$ cat config.mk
export PLATFORM = sky130hd
export DESIGN_NAME = iomem_decode
export DESIGN_NICKNAME = d
export VERILOG_FILES = /design/src/soc_pkg.sv /design/src/iomem_decode.sv
export SDC_FILE = /design/constraint.sdc
export NUM_CORES = 1
export LEC_CHECK = 0
export ABC_AREA = 1
export ABC_CLOCK_PERIOD_IN_PS = 1500
export BUFFER_PORTS_ARGS = -buffer_cell sky130_fd_sc_hd__buf_2
export CAP_MARGIN = 40
export CORE_AREA = 2 2 80 82
export CTS_BUF_LIST = sky130_fd_sc_hd__clkbuf_16
export CTS_CLUSTER_DIAMETER = 80
export DETAILED_ROUTE_END_ITERATION = 10
export DIE_AREA = 0 0 82 84
export GPL_TIMING_DRIVEN = 0
export SLEW_MARGIN = 20
export SYNTH_ARGS = -nofsm -noshare
export SYNTH_HDL_FRONTEND = slang
export SYNTH_SLANG_ARGS = --single-unit
export TNS_END_PERCENT = 30
$ cat constraint.sdc
create_clock -name clk -period 1.5 [get_ports clk]
set_input_delay 0.075 -clock clk [delete_from_list [all_inputs] [get_ports clk]]
set_output_delay 0.075 -clock clk [all_outputs]
set_load 0.1 [all_outputs]
$ cat src/soc_pkg.sv
// Shared types and address map for the iomem peripheral subsystem.
// Imported by every RTL module and by the testbench.

package soc_pkg;

    // ------------------------------------------------------------------------
    // Bus word types
    // ------------------------------------------------------------------------

    // Byte address on the iomem bus
    typedef logic [31:0] addr_t;

    // Data word, both directions
    typedef logic [31:0] data_t;

    // Byte lane write strobes, all zero means read
    typedef logic [3:0] strb_t;

    // Request from the bus master, 69 bits
    typedef struct packed {
        logic  valid;
        strb_t wstrb;
        addr_t addr;
        data_t wdata;
    } iomem_req_t;

    // Response back to the master, 33 bits
    typedef struct packed {
        logic  ready;
        data_t rdata;
    } iomem_rsp_t;

    // ------------------------------------------------------------------------
    // Address map
    // ------------------------------------------------------------------------

    // Scratch RAM window
    localparam addr_t       RAM_BASE  = 32'h0000_0000;
    localparam int unsigned RAM_BYTES = 1024;

    // GPIO register block
    localparam addr_t GPIO_DIR_ADDR    = 32'h1000_0000;
    localparam addr_t GPIO_OUTPUT_ADDR = 32'h1000_0004;
    localparam addr_t GPIO_INPUT_ADDR  = 32'h1000_0008;

    // LED framebuffer word
    localparam addr_t LED_FB_ADDR = 32'h1000_0010;

endpackage

$ cat src/iomem_decode.sv
// Address decoder for the iomem bus. Steers each request to one target,
// answers unmapped addresses itself and merges the target responses.

`timescale 1ns/1ns

module iomem_decode (
    input  logic                clk,
    input  logic                reset,
    input  soc_pkg::iomem_req_t bus_req,
    output logic                ram_sel,
    output logic                gpio_sel,
    output logic                led_sel,
    input  soc_pkg::iomem_rsp_t ram_rsp,
    input  soc_pkg::iomem_rsp_t gpio_rsp,
    input  soc_pkg::iomem_rsp_t led_rsp,
    output soc_pkg::iomem_rsp_t bus_rsp
);
    import soc_pkg::*;

    logic  ram_hit;
    logic  gpio_hit;
    logic  led_hit;
    logic  miss_sel;
    logic  miss_ready;
    addr_t ram_offset;

    // Offset form keeps the window test correct for any base
    assign ram_offset = bus_req.addr - RAM_BASE;
    assign ram_hit    = ram_offset < addr_t'(RAM_BYTES);
    assign gpio_hit   = (bus_req.addr == GPIO_DIR_ADDR)    ||
                        (bus_req.addr == GPIO_OUTPUT_ADDR) ||
                        (bus_req.addr == GPIO_INPUT_ADDR);
    assign led_hit    = bus_req.addr == LED_FB_ADDR;

    // A target stays deselected in its own ready cycle
    assign ram_sel  = bus_req.valid && ram_hit  && !ram_rsp.ready;
    assign gpio_sel = bus_req.valid && gpio_hit && !gpio_rsp.ready;
    assign led_sel  = bus_req.valid && led_hit  && !led_rsp.ready;
    assign miss_sel = bus_req.valid && !(ram_hit || gpio_hit || led_hit) && !miss_ready;

    // Unmapped responder, keeps the bus from hanging
    always_ff @(posedge clk) begin
        if (reset) begin
            miss_ready <= 1'b0;
        end else begin
            miss_ready <= miss_sel;
        end
    end

    // ------------------------------------------------------------------------
    // Response merge
    // ------------------------------------------------------------------------

    always_comb begin
        bus_rsp.ready = ram_rsp.ready | gpio_rsp.ready | led_rsp.ready | miss_ready;
        if (ram_rsp.ready) begin
            bus_rsp.rdata = ram_rsp.rdata;
        end else if (gpio_rsp.ready) begin
            bus_rsp.rdata = gpio_rsp.rdata;
        end else if (led_rsp.ready) begin
            bus_rsp.rdata = led_rsp.rdata;
        end else begin
            // Misses and idle cycles read as zero
            bus_rsp.rdata = '0;
        end
    end

endmodule

==> results.cfg <==
[run_status]
status = finished clean

[sta]
skew_ns = 0
worst_slew_pin_slew_ns = 0.523
max-slew-margin-rel_pct = 65.1
min_period_over_period_pct = 91.9
hold_violations = 0
rsz0062_at_grt = no
maxSlewViolCount = 0
setup_viol = 0
fin_ws_ns = 0.121
fmax_ghz = 0.725
period_needed_ns = 1.38

[worst_setup_path]
end_kind = output port
cp_max_fo = 3
worst_ep_required_time_ns = 1.42
crit_type = input pin to output port
critPathLaunchType = input pin
reg2reg_depth = 5
worstPathArrival_ns = 1.30
crit_start = bus_req[54]
r2r-start = miss_ready

[synthesis]
ys_types = 19
syn_avg_cell_area_um2 = 5.41
syn_area_um2 = 871
ys_seq_area_share_pct = 2.30
syn_nets = 331
ys_ff_latch = 1
synth_top_cell_area_share_pct = 27.6
yosysWarnings = 0
synth_area_leaders = a22oi_1, nand2_1, o21ai_1
syn_inst = 161
synth_top_area_cell = a22oi_1

[power]
p_leak_nw = 1.03
power_density_nw_per_um2 = 566
totalPowerFinal_w = 0.00105
irDropWorstVdd_mv = 0.277

[drt]
dr_total_vias = 1770
drc = 0
antenna_left = 0
drt_iter0_drc = 47
first_pass_iters = 4
wirelength_um = 4690
post_drt_wl_per_cell_um = 11.6
viasPerCell = 4.37

[floorplan]
core-area_um2 = 6100
fp-row-count = 29
die_h_um = 84
io_pins = 206
die_w_um = 82
start_util_pct = 14.3
die-area_um2 = 6890

[layout]
area_growth_syn_to_layout_pct = 112
diodes = 0
design_area_um2 = 1850
multiInputGateArea_um2 = 793
regArea_um2 = 20.0
top_register = miss_ready
fill_cells = 701
layout_commonest_cell = buf_2
largest_register_ffs = 1
drive_gt1_share_pct = 57.9
stdcell_count = 405
top_regs = miss_ready (1)
layout_common_cells = buf_2, nand2_1, a22oi_1, o21ai_1, nor2_1
fin_nets = 500

[global_route]
first_global_vias = 1684
gr-total-overflow = 0
grt_usage_pct = 13.2
grt_pass1_wl_um = 7520
antenna_found_initial = 0
grt_max_degree = 11

[cts]
postCtsSetupRepairBufs = 0
clk_latency_ns = 0
hold_buffers = 0
cts_resized = 0
clk_pin_slew_ns = 0

[placed_design]
dp_cells = 405
dp.final_hpwl_um = 4020
placed_area_um2 = 1850
place_ws_ns = 0.128
gp_congestion = 0.794
port_buffers = 167

[job]
maxCapViolations = 0

[min_path]
worstHoldStart = reset
hold_path_depth = 6
min_path_type = input pin to flop
[power by group]
group / leakage, nW / total [W] / internal, W / switching, W
combinational: 1.02 / 0.00102 / 0.000261 / 0.000757
clock: 0 / 0 / 0 / 0
sequential: 0.00830 / 0.0000295 / 0.0000287 / 0.000000835
[final timing paths]
path                 to  slack, ns
max             led_sel       0.12
min reg2reg  miss_ready       0.59
max reg2reg  miss_ready       0.74
min          miss_ready       0.42
[worst max-delay path: stages]
cell and delay (ns):
buf_2 0.09, or2_0 0.21, nor2_1 0.19, nand3_1 0.17
nor3_4 0.13, buf_2 0.44
[area by class of cell]
| class | count | area share, % |
|---|---|---|
| timing repair buffer | 167 | 45.2 |
| multi-input combinational | 143 | 42.9 |
| tap | 77 | 5.21 |
| buffer | 14 | 5.01 |
| sequential | 1 | 1.08 |
| inverter | 3 | 0.609 |
[kinds of logic after synthesis]
kind of cell | after synthesis | synth area share (%)
AND/OR/NAND/NOR | 79 | 39.8
buffers and inverters | 17 | 11.9
flip-flops | 1 | 2.30
AO/OA/AOI/OAI | 64 | 46.0
[per-layer routing]
metal	GRT usage, %	share of wire [%]	wire length [µm]	vias up
met2	24.3	49	2320	86
met1	16.8	42	1950	762
li1	-	-	-	918
met3	1.41	8.2	383	4
met4	1.06	0.90	42	0
met5	0	0	0	-
[cell usage after synthesis]
cell type  instances
nand2_1           43
a22oi_1           32
o21ai_1           30
nor2_1            22
buf_2              5
buf_6              4
clkbuf_1           4
nor3_1             4
inv_1              3
nand3_1            3
nand4_1            2
o21ai_0            2
buf_4              1
dfxtp_1            1
nand3b_1           1
nor2_8             1
nor3_2             1
or2_0              1
or4_4              1
[stage by stage]
step | hold slack (ns) | utilization (%) | setup TNS (ns)
global route | 0.490 | 30.3 | 0
CTS | 0.423 | 30.3 | 0
global placement | 0.407 | 30.3 | 0
detailed placement | 0.420 | 30.3 | 0
floorplan | 0.301 | - | -12.32
finish | 0.419 | 30.3 | 0
No activity file was read; power rests on OpenSTA's default activity.
