### src/soc_pkg.sv
// Shared types and address map for the iomem peripheral subsystem.
// Imported by every RTL module and by the testbench.

package soc_pkg;

    // ------------------------------------------------------------------------
    // Bus word types
    // ------------------------------------------------------------------------

    // Byte address on the iomem bus
    typedef logic [31:0] addr_t;

    // Data word, both directions
    typedef logic [31:0] data_t;

    // Byte lane write strobes, all zero means read
    typedef logic [3:0] strb_t;

    // Request from the bus master, 69 bits
    typedef struct packed {
        logic  valid;
        strb_t wstrb;
        addr_t addr;
        data_t wdata;
    } iomem_req_t;

    // Response back to the master, 33 bits
    typedef struct packed {
        logic  ready;
        data_t rdata;
    } iomem_rsp_t;

    // ------------------------------------------------------------------------
    // Address map
    // ------------------------------------------------------------------------

    // Scratch RAM window
    localparam addr_t       RAM_BASE  = 32'h0000_0000;
    localparam int unsigned RAM_BYTES = 1024;

    // GPIO register block
    localparam addr_t GPIO_DIR_ADDR    = 32'h1000_0000;
    localparam addr_t GPIO_OUTPUT_ADDR = 32'h1000_0004;
    localparam addr_t GPIO_INPUT_ADDR  = 32'h1000_0008;

    // LED framebuffer word
    localparam addr_t LED_FB_ADDR = 32'h1000_0010;

endpackage

### src/gpio_ctrl.sv
// GPIO controller with direction, output and input registers.
// Input pins pass a two-flop synchronizer before they can be read.

`timescale 1ns/1ns

module gpio_ctrl #(
    parameter int GPIO_NR = 8
) (
    input  logic                clk,
    input  logic                reset,
    input  logic                sel,
    input  soc_pkg::iomem_req_t bus_req,
    output soc_pkg::iomem_rsp_t rsp,
    input  logic [GPIO_NR-1:0]  gpio_in,
    output logic [GPIO_NR-1:0]  gpio_out,
    output logic [GPIO_NR-1:0]  gpio_oe
);
    import soc_pkg::*;

    logic [GPIO_NR-1:0] dir_q;
    logic [GPIO_NR-1:0] out_q;
    logic [GPIO_NR-1:0] in_meta;
    logic [GPIO_NR-1:0] in_sync;
    data_t              rdata_q;
    logic               ready_q;
    logic               wr_en;

    assign wr_en = sel && (bus_req.wstrb != '0);

    // Pin synchronizer
    always_ff @(posedge clk) begin
        if (reset) begin
            in_meta <= '0;
            in_sync <= '0;
        end else begin
            in_meta <= gpio_in;
            in_sync <= in_meta;
        end
    end

    // ------------------------------------------------------------------------
    // Register writes
    // ------------------------------------------------------------------------

    always_ff @(posedge clk) begin
        if (reset) begin
            dir_q   <= '0;
            out_q   <= '0;
            ready_q <= 1'b0;
        end else begin
            ready_q <= sel;
            if (wr_en && bus_req.addr == GPIO_DIR_ADDR) begin
                dir_q <= bus_req.wdata[GPIO_NR-1:0];
            end
            // Input register ignores writes
            if (wr_en && bus_req.addr == GPIO_OUTPUT_ADDR) begin
                out_q <= bus_req.wdata[GPIO_NR-1:0];
            end
        end
    end

    // Read data, zero-extended to the bus width
    always_ff @(posedge clk) begin
        if (sel) begin
            case (bus_req.addr)
                GPIO_DIR_ADDR:    rdata_q <= data_t'(dir_q);
                GPIO_OUTPUT_ADDR: rdata_q <= data_t'(out_q);
                GPIO_INPUT_ADDR:  rdata_q <= data_t'(in_sync);
                default:          rdata_q <= '0;
            endcase
        end
    end

    assign gpio_oe   = dir_q;
    assign gpio_out  = out_q;
    assign rsp.ready = ready_q;
    assign rsp.rdata = rdata_q;

endmodule

### config.mk
export PLATFORM = sky130hd
export DESIGN_NAME = gpio_ctrl
export DESIGN_NICKNAME = d
export VERILOG_FILES = /design/src/soc_pkg.sv /design/src/gpio_ctrl.sv
export SDC_FILE = /design/constraint.sdc
export NUM_CORES = 1
export LEC_CHECK = 0
export BUFFER_PORTS_ARGS = -buffer_cell sky130_fd_sc_hd__buf_2
export CORE_ASPECT_RATIO = 1.75
export CORE_MARGIN = 3
export CORE_UTILIZATION = 45
export CTS_CLUSTER_SIZE = 40
export DETAILED_ROUTE_END_ITERATION = 10
export GPL_ROUTABILITY_DRIVEN = 0
export PLACE_DENSITY = 0.95
export SLEW_MARGIN = 40
export SYNTH_ARGS = -nofsm -noshare
export SYNTH_HDL_FRONTEND = slang
export SYNTH_SLANG_ARGS = --single-unit
### constraint.sdc
create_clock -name clk -period 2.5 [get_ports clk]
set_input_delay 0.25 -clock clk [delete_from_list [all_inputs] [get_ports clk]]
set_output_delay 0.25 -clock clk [all_outputs]
set_load 0.01 [all_outputs]
==> reports/metrics.cfg <==
[synth]
synthTopCellsByCount=dfxtp_1 (33), buf_4 (25), mux2i_1 (24), nand2b_1 (24), nor2b_1 (18)
synth.top_cell.area_share_pct=33.4
synth_top_cell_by_area=dfxtp_1
synth_compound_area_share_pct=2.02
synthCells=179
ys_seq_area_share_pct=45.5
synth_seq_cells=41
yosys_warnings=0
synthFlopType=dfxtp_1
synth_area_um2=1980
yosysUniqueCellTypes=19
syn_area_per_cell_um2=11.1
async_flop_share_pct=0
synth_area_leaders=dfxtp_1 (33%), mux2i_1 (12%), edfxtp_1 (12%)
synth_mux_area_share_pct=12.1
yosys.area_share.adder_pct=0
synth_most_common_cell=dfxtp_1
synthXorXnorAreaFrac_pct=0
synth_top_family_by_area=simple AND/OR/NAND/NOR gates
synth_edf_count=8
synthSimpleGateAreaFrac_pct=28.4

[clock_network]
post-cts-setup-buffers=0
clock_latency_ps=290
htreeDepth=2
cts_buffers=5
clkSinkCount=41
clk_pin_slew_ps=70
cts_tree=yes
post_cts_resize_count=0
clk_path_buf_depth=2
root_buffer=clkbuf_8
postCtsHoldBufs=0

[setup_path]
end_kind=flip-flop
worstPathCellList=buf_2 -> nor4_2 -> nand4_4 -> nor4_4 -> buf_4 -> mux2i_1
cp.depth=6
timing.rr.start=gpio_out[1]
critPathRequiredTime_ps=2720
worst-path-buf-inv=2
path_delay_family=simple AND/OR/NAND/NOR gates
cp.arrival_ps=1680
start_kind=input port
timing.critical_path.fanout_max=10
reg2reg_to=rdata_q[1]
rr_worst_depth=4
r2r_slack_ps=1470
worstSetupPathType=in -> reg
cp_slowest_cell=nor4_2
cpPeakStageDelay_ps=380

[die]
start_util_pct=47.2
io_pins=129
core_area_um2=4190
die-height_um=93.7
rows=31
die_x_um=56.1
die_area_um2=5260

[global_route]
grt_use_total_pct=14.4
grt_pass1_wl_um=5930
grt_remaining_overflow=0
antenna_found_initial=0
grt_pass1_vias=1393
grt_max_degree=42

[layout]
final_net_count=338
multi_input_area_um2=932
ff_latch_area_um2=901
nFillCells=366
area_growth_pct=23.0
layout-drive-gt1-share_pct=38.6
antenna_cells=0

[routing]
route.detailed.drc=0
wl_per_cell_um=12.1
vias_per_cell=4.66
dr.pass1.iters=4
vias=1436
initialDrtViolationCount=30
ant_nets=0
route.final.wire_length_um=3730

[timing]
fin_ws_ps=1040
tightest_slew_ps=547
fin_skew_ps=4.54
setup_violations=0
whs_ps=162
fmax_mhz=684
hold_viol=0
final_max_slew_viol_count=0
tns_ps=0
slew_headroom_pct=63.5
period_share_pct=58.5
rsz0062_at_grt=no
layout_min_cycle_time_ps=1460

[min_path]
min_path_type=in -> reg
hold_start=gpio_in[0]
min_to=in_meta[0]
hold_depth=2

[placed_design]
dp_hpwl_um=2980
place_ws_ps=744
portBuffers=79

[run]
maxCapViolations=0

[pwr]
peakVddDrop_uv=446
leakage_nw=1.09
pwr_density_cell_nw_per_um2=549

[status]
status=completed

==> area by class of cell <==
type	count	share of cell area, %
repair buffers	81	16.9
multi-input cells	128	38.3
flip-flops and latches	41	37.0
well taps	49	2.52
clock inverters	2	1.59
clock buffers	6	2.98
inverters	1	0.720
==> through the flow <==
stage | total power [W] | area (um^2) | util [%] | std cells
2_1_floorplan | 0.000802 | 2060 | - | 202
3_3_place_gp | 0.000830 | 2320 | 55.4 | 300
3_5_place_dp | 0.000834 | 2320 | 55.4 | 300
4_1_cts | 0.00135 | 2430 | 58.1 | 308
5_1_grt | 0.00138 | 2430 | 58.1 | 308
6_report | 0.00134 | 2430 | 58.1 | 308
==> sequential cells by signal (all words and copies together), names as in the netlist <==
signal	count
gpio_out	8
gpio_oe	8
rdata_q	8
ready_q	1
in_sync	8
in_meta	8
==> layer usage <==
metal / vias up / wire length [um] / global-route usage, %
met5: - / 0 / 0
met4: 0 / 89 / 7.33
met3: 7 / 366 / 4.40
met2: 73 / 2120 / 28.0
met1: 641 / 1160 / 12.9
li1: 715 / - / -
==> kinds of logic (layout without fill, tap and decap cells) <==
logic type      Yosys count  count (layout)
other cells               1              24
mux                      24              24
buf+inv                  33              90
simple gates             72              72
compound gates            8               8
flops                    41              41
==> worst register-to-register path: cells and delay by family (launching register included) <==
kind / cells / cell delay, ps
mux: 1 / 200
simple gates: 2 / 120
flops: 1 / 340
compound gates: 1 / 120
==> how the worst max path moves through the flow <==
stage	start	to	slack, ps
after floorplan	bus_req[32]	gpio_out[0]	830
after global placement	bus_req[45]	gpio_oe[3]	780
after detailed placement	bus_req[45]	gpio_out[7]	740
after CTS	bus_req[45]	gpio_oe[6]	1020
after global routing	bus_req[45]	gpio_oe[6]	920
final	bus_req[45]	gpio_oe[4]	1040
==> where the power goes <==
| part | leakage (nW) | internal (W) | switching (W) |
|---|---|---|---|
| clock | 0.0554 | 0.000299 | 0.000219 |
| combinational | 0.681 | 0.0000584 | 0.0000678 |
| sequential | 0.355 | 0.000688 | 0.00000317 |
| total | 1.09 | 0.00105 | 0.000290 |
==> layout by cell type (no fill, tap or decap), types with 2 or more instances in the layout <==
cell type,instances
nor3_1,8
buf_4,2
nand2b_1,24
nor2_1,9
mux2i_1,24
clkbuf_8,5
nor4_4,5
nand4_4,2
dfxtp_1,33
edfxtp_1,8
nor2b_1,18
nor4_2,3
conb_1,24
a21oi_1,8
buf_2,79
Power figures use the tool's default switching activity.
