--- src/soc_pkg.sv ---
// Shared types and address map for the iomem peripheral subsystem.
// Imported by every RTL module and by the testbench.

package soc_pkg;

    // ------------------------------------------------------------------------
    // Bus word types
    // ------------------------------------------------------------------------

    // Byte address on the iomem bus
    typedef logic [31:0] addr_t;

    // Data word, both directions
    typedef logic [31:0] data_t;

    // Byte lane write strobes, all zero means read
    typedef logic [3:0] strb_t;

    // Request from the bus master, 69 bits
    typedef struct packed {
        logic  valid;
        strb_t wstrb;
        addr_t addr;
        data_t wdata;
    } iomem_req_t;

    // Response back to the master, 33 bits
    typedef struct packed {
        logic  ready;
        data_t rdata;
    } iomem_rsp_t;

    // ------------------------------------------------------------------------
    // Address map
    // ------------------------------------------------------------------------

    // Scratch RAM window
    localparam addr_t       RAM_BASE  = 32'h0000_0000;
    localparam int unsigned RAM_BYTES = 1024;

    // GPIO register block
    localparam addr_t GPIO_DIR_ADDR    = 32'h1000_0000;
    localparam addr_t GPIO_OUTPUT_ADDR = 32'h1000_0004;
    localparam addr_t GPIO_INPUT_ADDR  = 32'h1000_0008;

    // LED framebuffer word
    localparam addr_t LED_FB_ADDR = 32'h1000_0010;

endpackage

--- src/led_fb.sv ---
// LED framebuffer word on the iomem bus plus a free-running heartbeat.
// The heartbeat is the top bit of the counter.

`timescale 1ns/1ns

module led_fb #(
    parameter int HEARTBEAT_BITS = 24
) (
    input  logic                clk,
    input  logic                reset,
    input  logic                sel,
    input  soc_pkg::iomem_req_t bus_req,
    output soc_pkg::iomem_rsp_t rsp,
    output soc_pkg::data_t      led_fb,
    output logic                heartbeat
);
    import soc_pkg::*;

    data_t                     fb_q;
    logic                      ready_q;
    logic [HEARTBEAT_BITS-1:0] hb_cnt;

    // Whole word stored on any strobe
    always_ff @(posedge clk) begin
        if (reset) begin
            fb_q    <= '0;
            ready_q <= 1'b0;
        end else begin
            ready_q <= sel;
            if (sel && bus_req.wstrb != '0) begin
                fb_q <= bus_req.wdata;
            end
        end
    end

    // Blink counter
    always_ff @(posedge clk) begin
        if (reset) begin
            hb_cnt <= '0;
        end else begin
            hb_cnt <= hb_cnt + 1'b1;
        end
    end

    assign heartbeat = hb_cnt[HEARTBEAT_BITS-1];
    assign led_fb    = fb_q;
    // Read returns the live register, already updated after a write
    assign rsp.ready = ready_q;
    assign rsp.rdata = fb_q;

endmodule

--- config.mk ---
export PLATFORM = sky130hd
export DESIGN_NAME = led_fb
export DESIGN_NICKNAME = d
export VERILOG_FILES = /design/src/soc_pkg.sv /design/src/led_fb.sv
export SDC_FILE = /design/constraint.sdc
export NUM_CORES = 1
export LEC_CHECK = 0
export ABC_AREA = 1
export BUFFER_PORTS_ARGS = -buffer_cell sky130_fd_sc_hd__buf_2
export CORE_ASPECT_RATIO = 0.8
export CORE_MARGIN = 10
export CORE_UTILIZATION = 40
export CTS_CLUSTER_SIZE = 24
export DETAILED_ROUTE_END_ITERATION = 8
export GPL_ROUTABILITY_DRIVEN = 0
export PLACE_DENSITY = 0.76
export SYNTH_ARGS = -nofsm -noshare
export SYNTH_HDL_FRONTEND = slang
export SYNTH_SLANG_ARGS = --single-unit
--- constraint.sdc ---
create_clock -name clk -period 1.4 [get_ports clk]
set_clock_uncertainty 0.1 [all_clocks]
set_input_delay 0.07 -clock clk [delete_from_list [all_inputs] [get_ports clk]]
set_output_delay 0.07 -clock clk [all_outputs]
set_load 0.01 [all_outputs]
==> impl_metrics.json <==
{
  "outcome": "finished clean",
  "die_h_um": 91.5,
  "fin_total_pwr_w": 0.00365,
  "die_w_um": 109,
  "cp_max_fo": 5,
  "route.detailed.drc": 0,
  "ys_types": 25,
  "drt-total-wl_um": 7300,
  "hold_end": "led_fb[23]$_SDFFE_PP0P_",
  "required_ns": 1.52,
  "reg2regPathDepth": 8,
  "vias": 2536,
  "cp-start-kind": "register",
  "worstPathArrival_ns": 1.50,
  "hold_viol": 0,
  "fin_crit_ns": 1.37,
  "utilization": 0.595,
  "clk-insertion-delay-late_ns": 0.33,
  "syn_inst": 346,
  "hp-start": "bus_req[64]",
  "grt_max_degree": 47,
  "synth_compound_area_frac": 0.0998,
  "leakagePower_nw": 1.71,
  "cts_root_buf": "clkbuf_8",
  "io_pins": 138,
  "hp-class": "in -> reg",
  "cts_sinks": 57,
  "setup_viol": 0,
  "final_antenna_net_count": 0,
  "whs_path_depth": 7,
  "die-area_sq_mm": 0.0100,
  "htreeDepth": 3,
  "rows": 25,
  "drive_gt1_frac": 0.347,
  "fillCellCount": 518,
  "cts_made_buffers": 9,
  "ys_ff_latch": 57,
  "wire_per_inst_um": 13.3,
  "antenna_found_initial": 1,
  "avgSynthCellArea_sq_um": 7.40,
  "rsz0062_at_grt": "true",
  "syn2layout_area_growth_pct": 41.1,
  "yosysWarnings": 0,
  "io_buffer_count": 104,
  "rrSetupSlack_ns": 0.03,
  "final_nets": 535,
  "cts_tree": "built",
  "synth_fa_ha_area_frac": 0.00489,
  "crit_path_top_delay_cell": "dfxtp_4",
  "place_hpwl_um": 4760,
  "ir_drop_v": 0.000433,
  "synthMuxAreaShare": 0,
  "dp_slack_ns": -0.00231,
  "syn_area_sq_mm": 0.00256,
  "ctsLongestPathBuffers": 2,
  "fmax_mhz": 728,
  "yosys.area_share.simple": 0.296,
  "synth_nets": 419,
  "crit_type": "reg -> reg",
  "slew_violations": 0,
  "via_per_inst": 4.62,
  "place_area_sq_mm": 0.00295,
  "clkTransAtPathRegs_ns": 0.06,
  "grt_usage": 0.135,
  "grt_pass1_wl_um": 11100,
  "power_density_mw_per_mm2": 1010,
  "cpMostUsedCell": "nand2_4",
  "drtIter0Drc": 147,
  "stdcell_area_sq_mm": 0.00361,
  "cpPeakStageDelay_ns": 0.36,
  "gr-total-overflow": 0,
  "synth_xor_area_frac": 0.0171,
  "endpoint_kind": "register",
  "synth_top_family_by_area": "simple AND/OR/NAND/NOR gates",
  "max_cap_violations": 0,
  "crit_chain": "buf_6 -> nand2_4 -> nor2_4 -> nand2_4 -> nor2_8 -> nand3_1 -> nand2_1 -> nor2_1",
  "period_share": 0.981,
  "r2r_start": "hb_cnt[1]$_SDFF_PP0_",
  "first_global_vias": 2276,
  "setup_ws_ns": 0.0272,
  "ys_seq_area_frac": 0.446,
  "worstMarginPinSlew_ns": 0.332,
  "slew_headroom": 0.779,
  "fp.coreArea_sq_mm": 0.00607,
  "drt_first_pass_iters": 4,
  "r2r-end": "hb_cnt[19]$_SDFF_PP0_",
  "initial_utilization": 0.422
}
logic make-up after synthesis:
family          Yosys count
simple gates            174
xor+xnor                  5
compound gates           50
flops                    57
buf+inv                  59
fa+ha+maj                 1
how the worst max path moves through the flow:
stage | end | cells past startpoint | start
floorplan | hb_cnt[16]$_SDFF_PP0_ | 8 | hb_cnt[0]$_SDFF_PP0_
CTS | hb_cnt[20]$_SDFF_PP0_ | 8 | hb_cnt[0]$_SDFF_PP0_
detailed placement | hb_cnt[16]$_SDFF_PP0_ | 8 | hb_cnt[0]$_SDFF_PP0_
finish | hb_cnt[19]$_SDFF_PP0_ | 8 | hb_cnt[1]$_SDFF_PP0_
global placement | hb_cnt[18]$_SDFF_PP0_ | 8 | hb_cnt[0]$_SDFF_PP0_
global route | hb_cnt[19]$_SDFF_PP0_ | 7 | hb_cnt[5]$_SDFF_PP0_
state kept, by name (all words and copies together) (netlist names):
name     count
hb_cnt      24
ready_q      1
led_fb      32
timing repair:
action                                  in CTS  in global routing
pin swaps                                    5                 11
gates resized for setup                      5                 26
endpoints found under the hold margin       41                  0
hold buffers                                35                  0
setup buffers                                0                  3
endpoints found under the setup margin       4                 16
worst max-delay path, delay by kind of cell, from the launching register on:
family                 cells  cell delay, ns
buffers and inverters      1            0.10
and+or+nand+nor            7            0.71
DFF                        1            0.36
layout make-up:
| class | count | area [sq um] | share of cell area |
|---|---|---|---|
| Antenna cell | 1 | 2.50 | 0.000693 |
| Sequential cell | 57 | 1150 | 0.318 |
| Tap cell | 81 | 101 | 0.0281 |
| Multi-Input combinational cell | 230 | 1160 | 0.321 |
| Clock buffer | 13 | 159 | 0.0440 |
| Inverter | 15 | 56.3 | 0.0156 |
| Timing Repair Buffer | 149 | 968 | 0.268 |
| Clock inverter | 3 | 15.0 | 0.00416 |
synth_stat cells:
library cell,count,share of area
nor2_1,105,0.15
dfxtp_1,57,0.45
nand2_1,40,0.059
o21ai_0,36,0.070
buf_4,33,0.097
inv_1,14,0.021
a21oi_1,11,0.022
nand3_1,9,0.018
clkbuf_1,8,0.012
nor2_2,6,0.015
xor2_1,5,0.017
buf_2,3,0.0059
nand2_2,3,0.0073
nor2_4,3,0.013
nand2_4,2,0.0088
o21a_1,2,0.0059
and2_1,1,0.0024
clkinv_1,1,0.0015
ha_1,1,0.0049
nand3_2,1,0.0039
nand3b_1,1,0.0029
nand4_1,1,0.0024
nor2_8,1,0.0078
nor3_1,1,0.0020
o21ai_1,1,0.0020
where the power goes:
part | switching [W] | total, W | internal, W
Combinational | 0.000282 | 0.000549 | 0.000267
Sequential | 0.0000565 | 0.00176 | 0.00170
Clock | 0.000612 | 0.00134 | 0.000730
Total | 0.000951 | 0.00365 | 0.00270
metrics by stage:
| step | hold WS (ns) | setup TNS (ns) | cells |
|---|---|---|---|
| floorplan | 0.0770 | 0 | 346 |
| global placement | 0.187 | 0 | 494 |
| detailed placement | 0.200 | -0.00231 | 494 |
| CTS | 0.312 | 0 | 545 |
| global route | 0.400 | -0.394 | 549 |
| finish | 0.367 | 0 | 549 |
layer usage:
metal | GRT usage | vias to the layer above | share of wire
li1 | - | 1289 | -
met1 | 0.159 | 1142 | 0.42
met2 | 0.214 | 95 | 0.47
met3 | 0.0565 | 10 | 0.091
met4 | 0.0519 | 0 | 0.018
met5 | 0 | - | 0
cells in the final DEF, fill, tap and decap left out, types with 2 or more instances in the layout:
cell           Yosys  routed
clkinv_2           0       3
o21a_1             2       2
nand2_4            2       4
buf_6              0       2
buf_2              3     103
clkbuf_8           0      11
xor2_1             5       5
nor2_2             6       4
clkbuf_1           8       2
nand3_2            1       5
nand2_1           40      37
nand3_1            9       5
dfxtp_1           57      52
inv_1             14      13
nand2_2            3       4
buf_4             33       7
a21oi_1           11      11
dlygate4sd3_1      0      35
dfxtp_2            0       4
o21ai_0           36      36
nor2_1           105     101
nor2_4             3       9
Note: power is estimated with default switching activity, not from simulation.
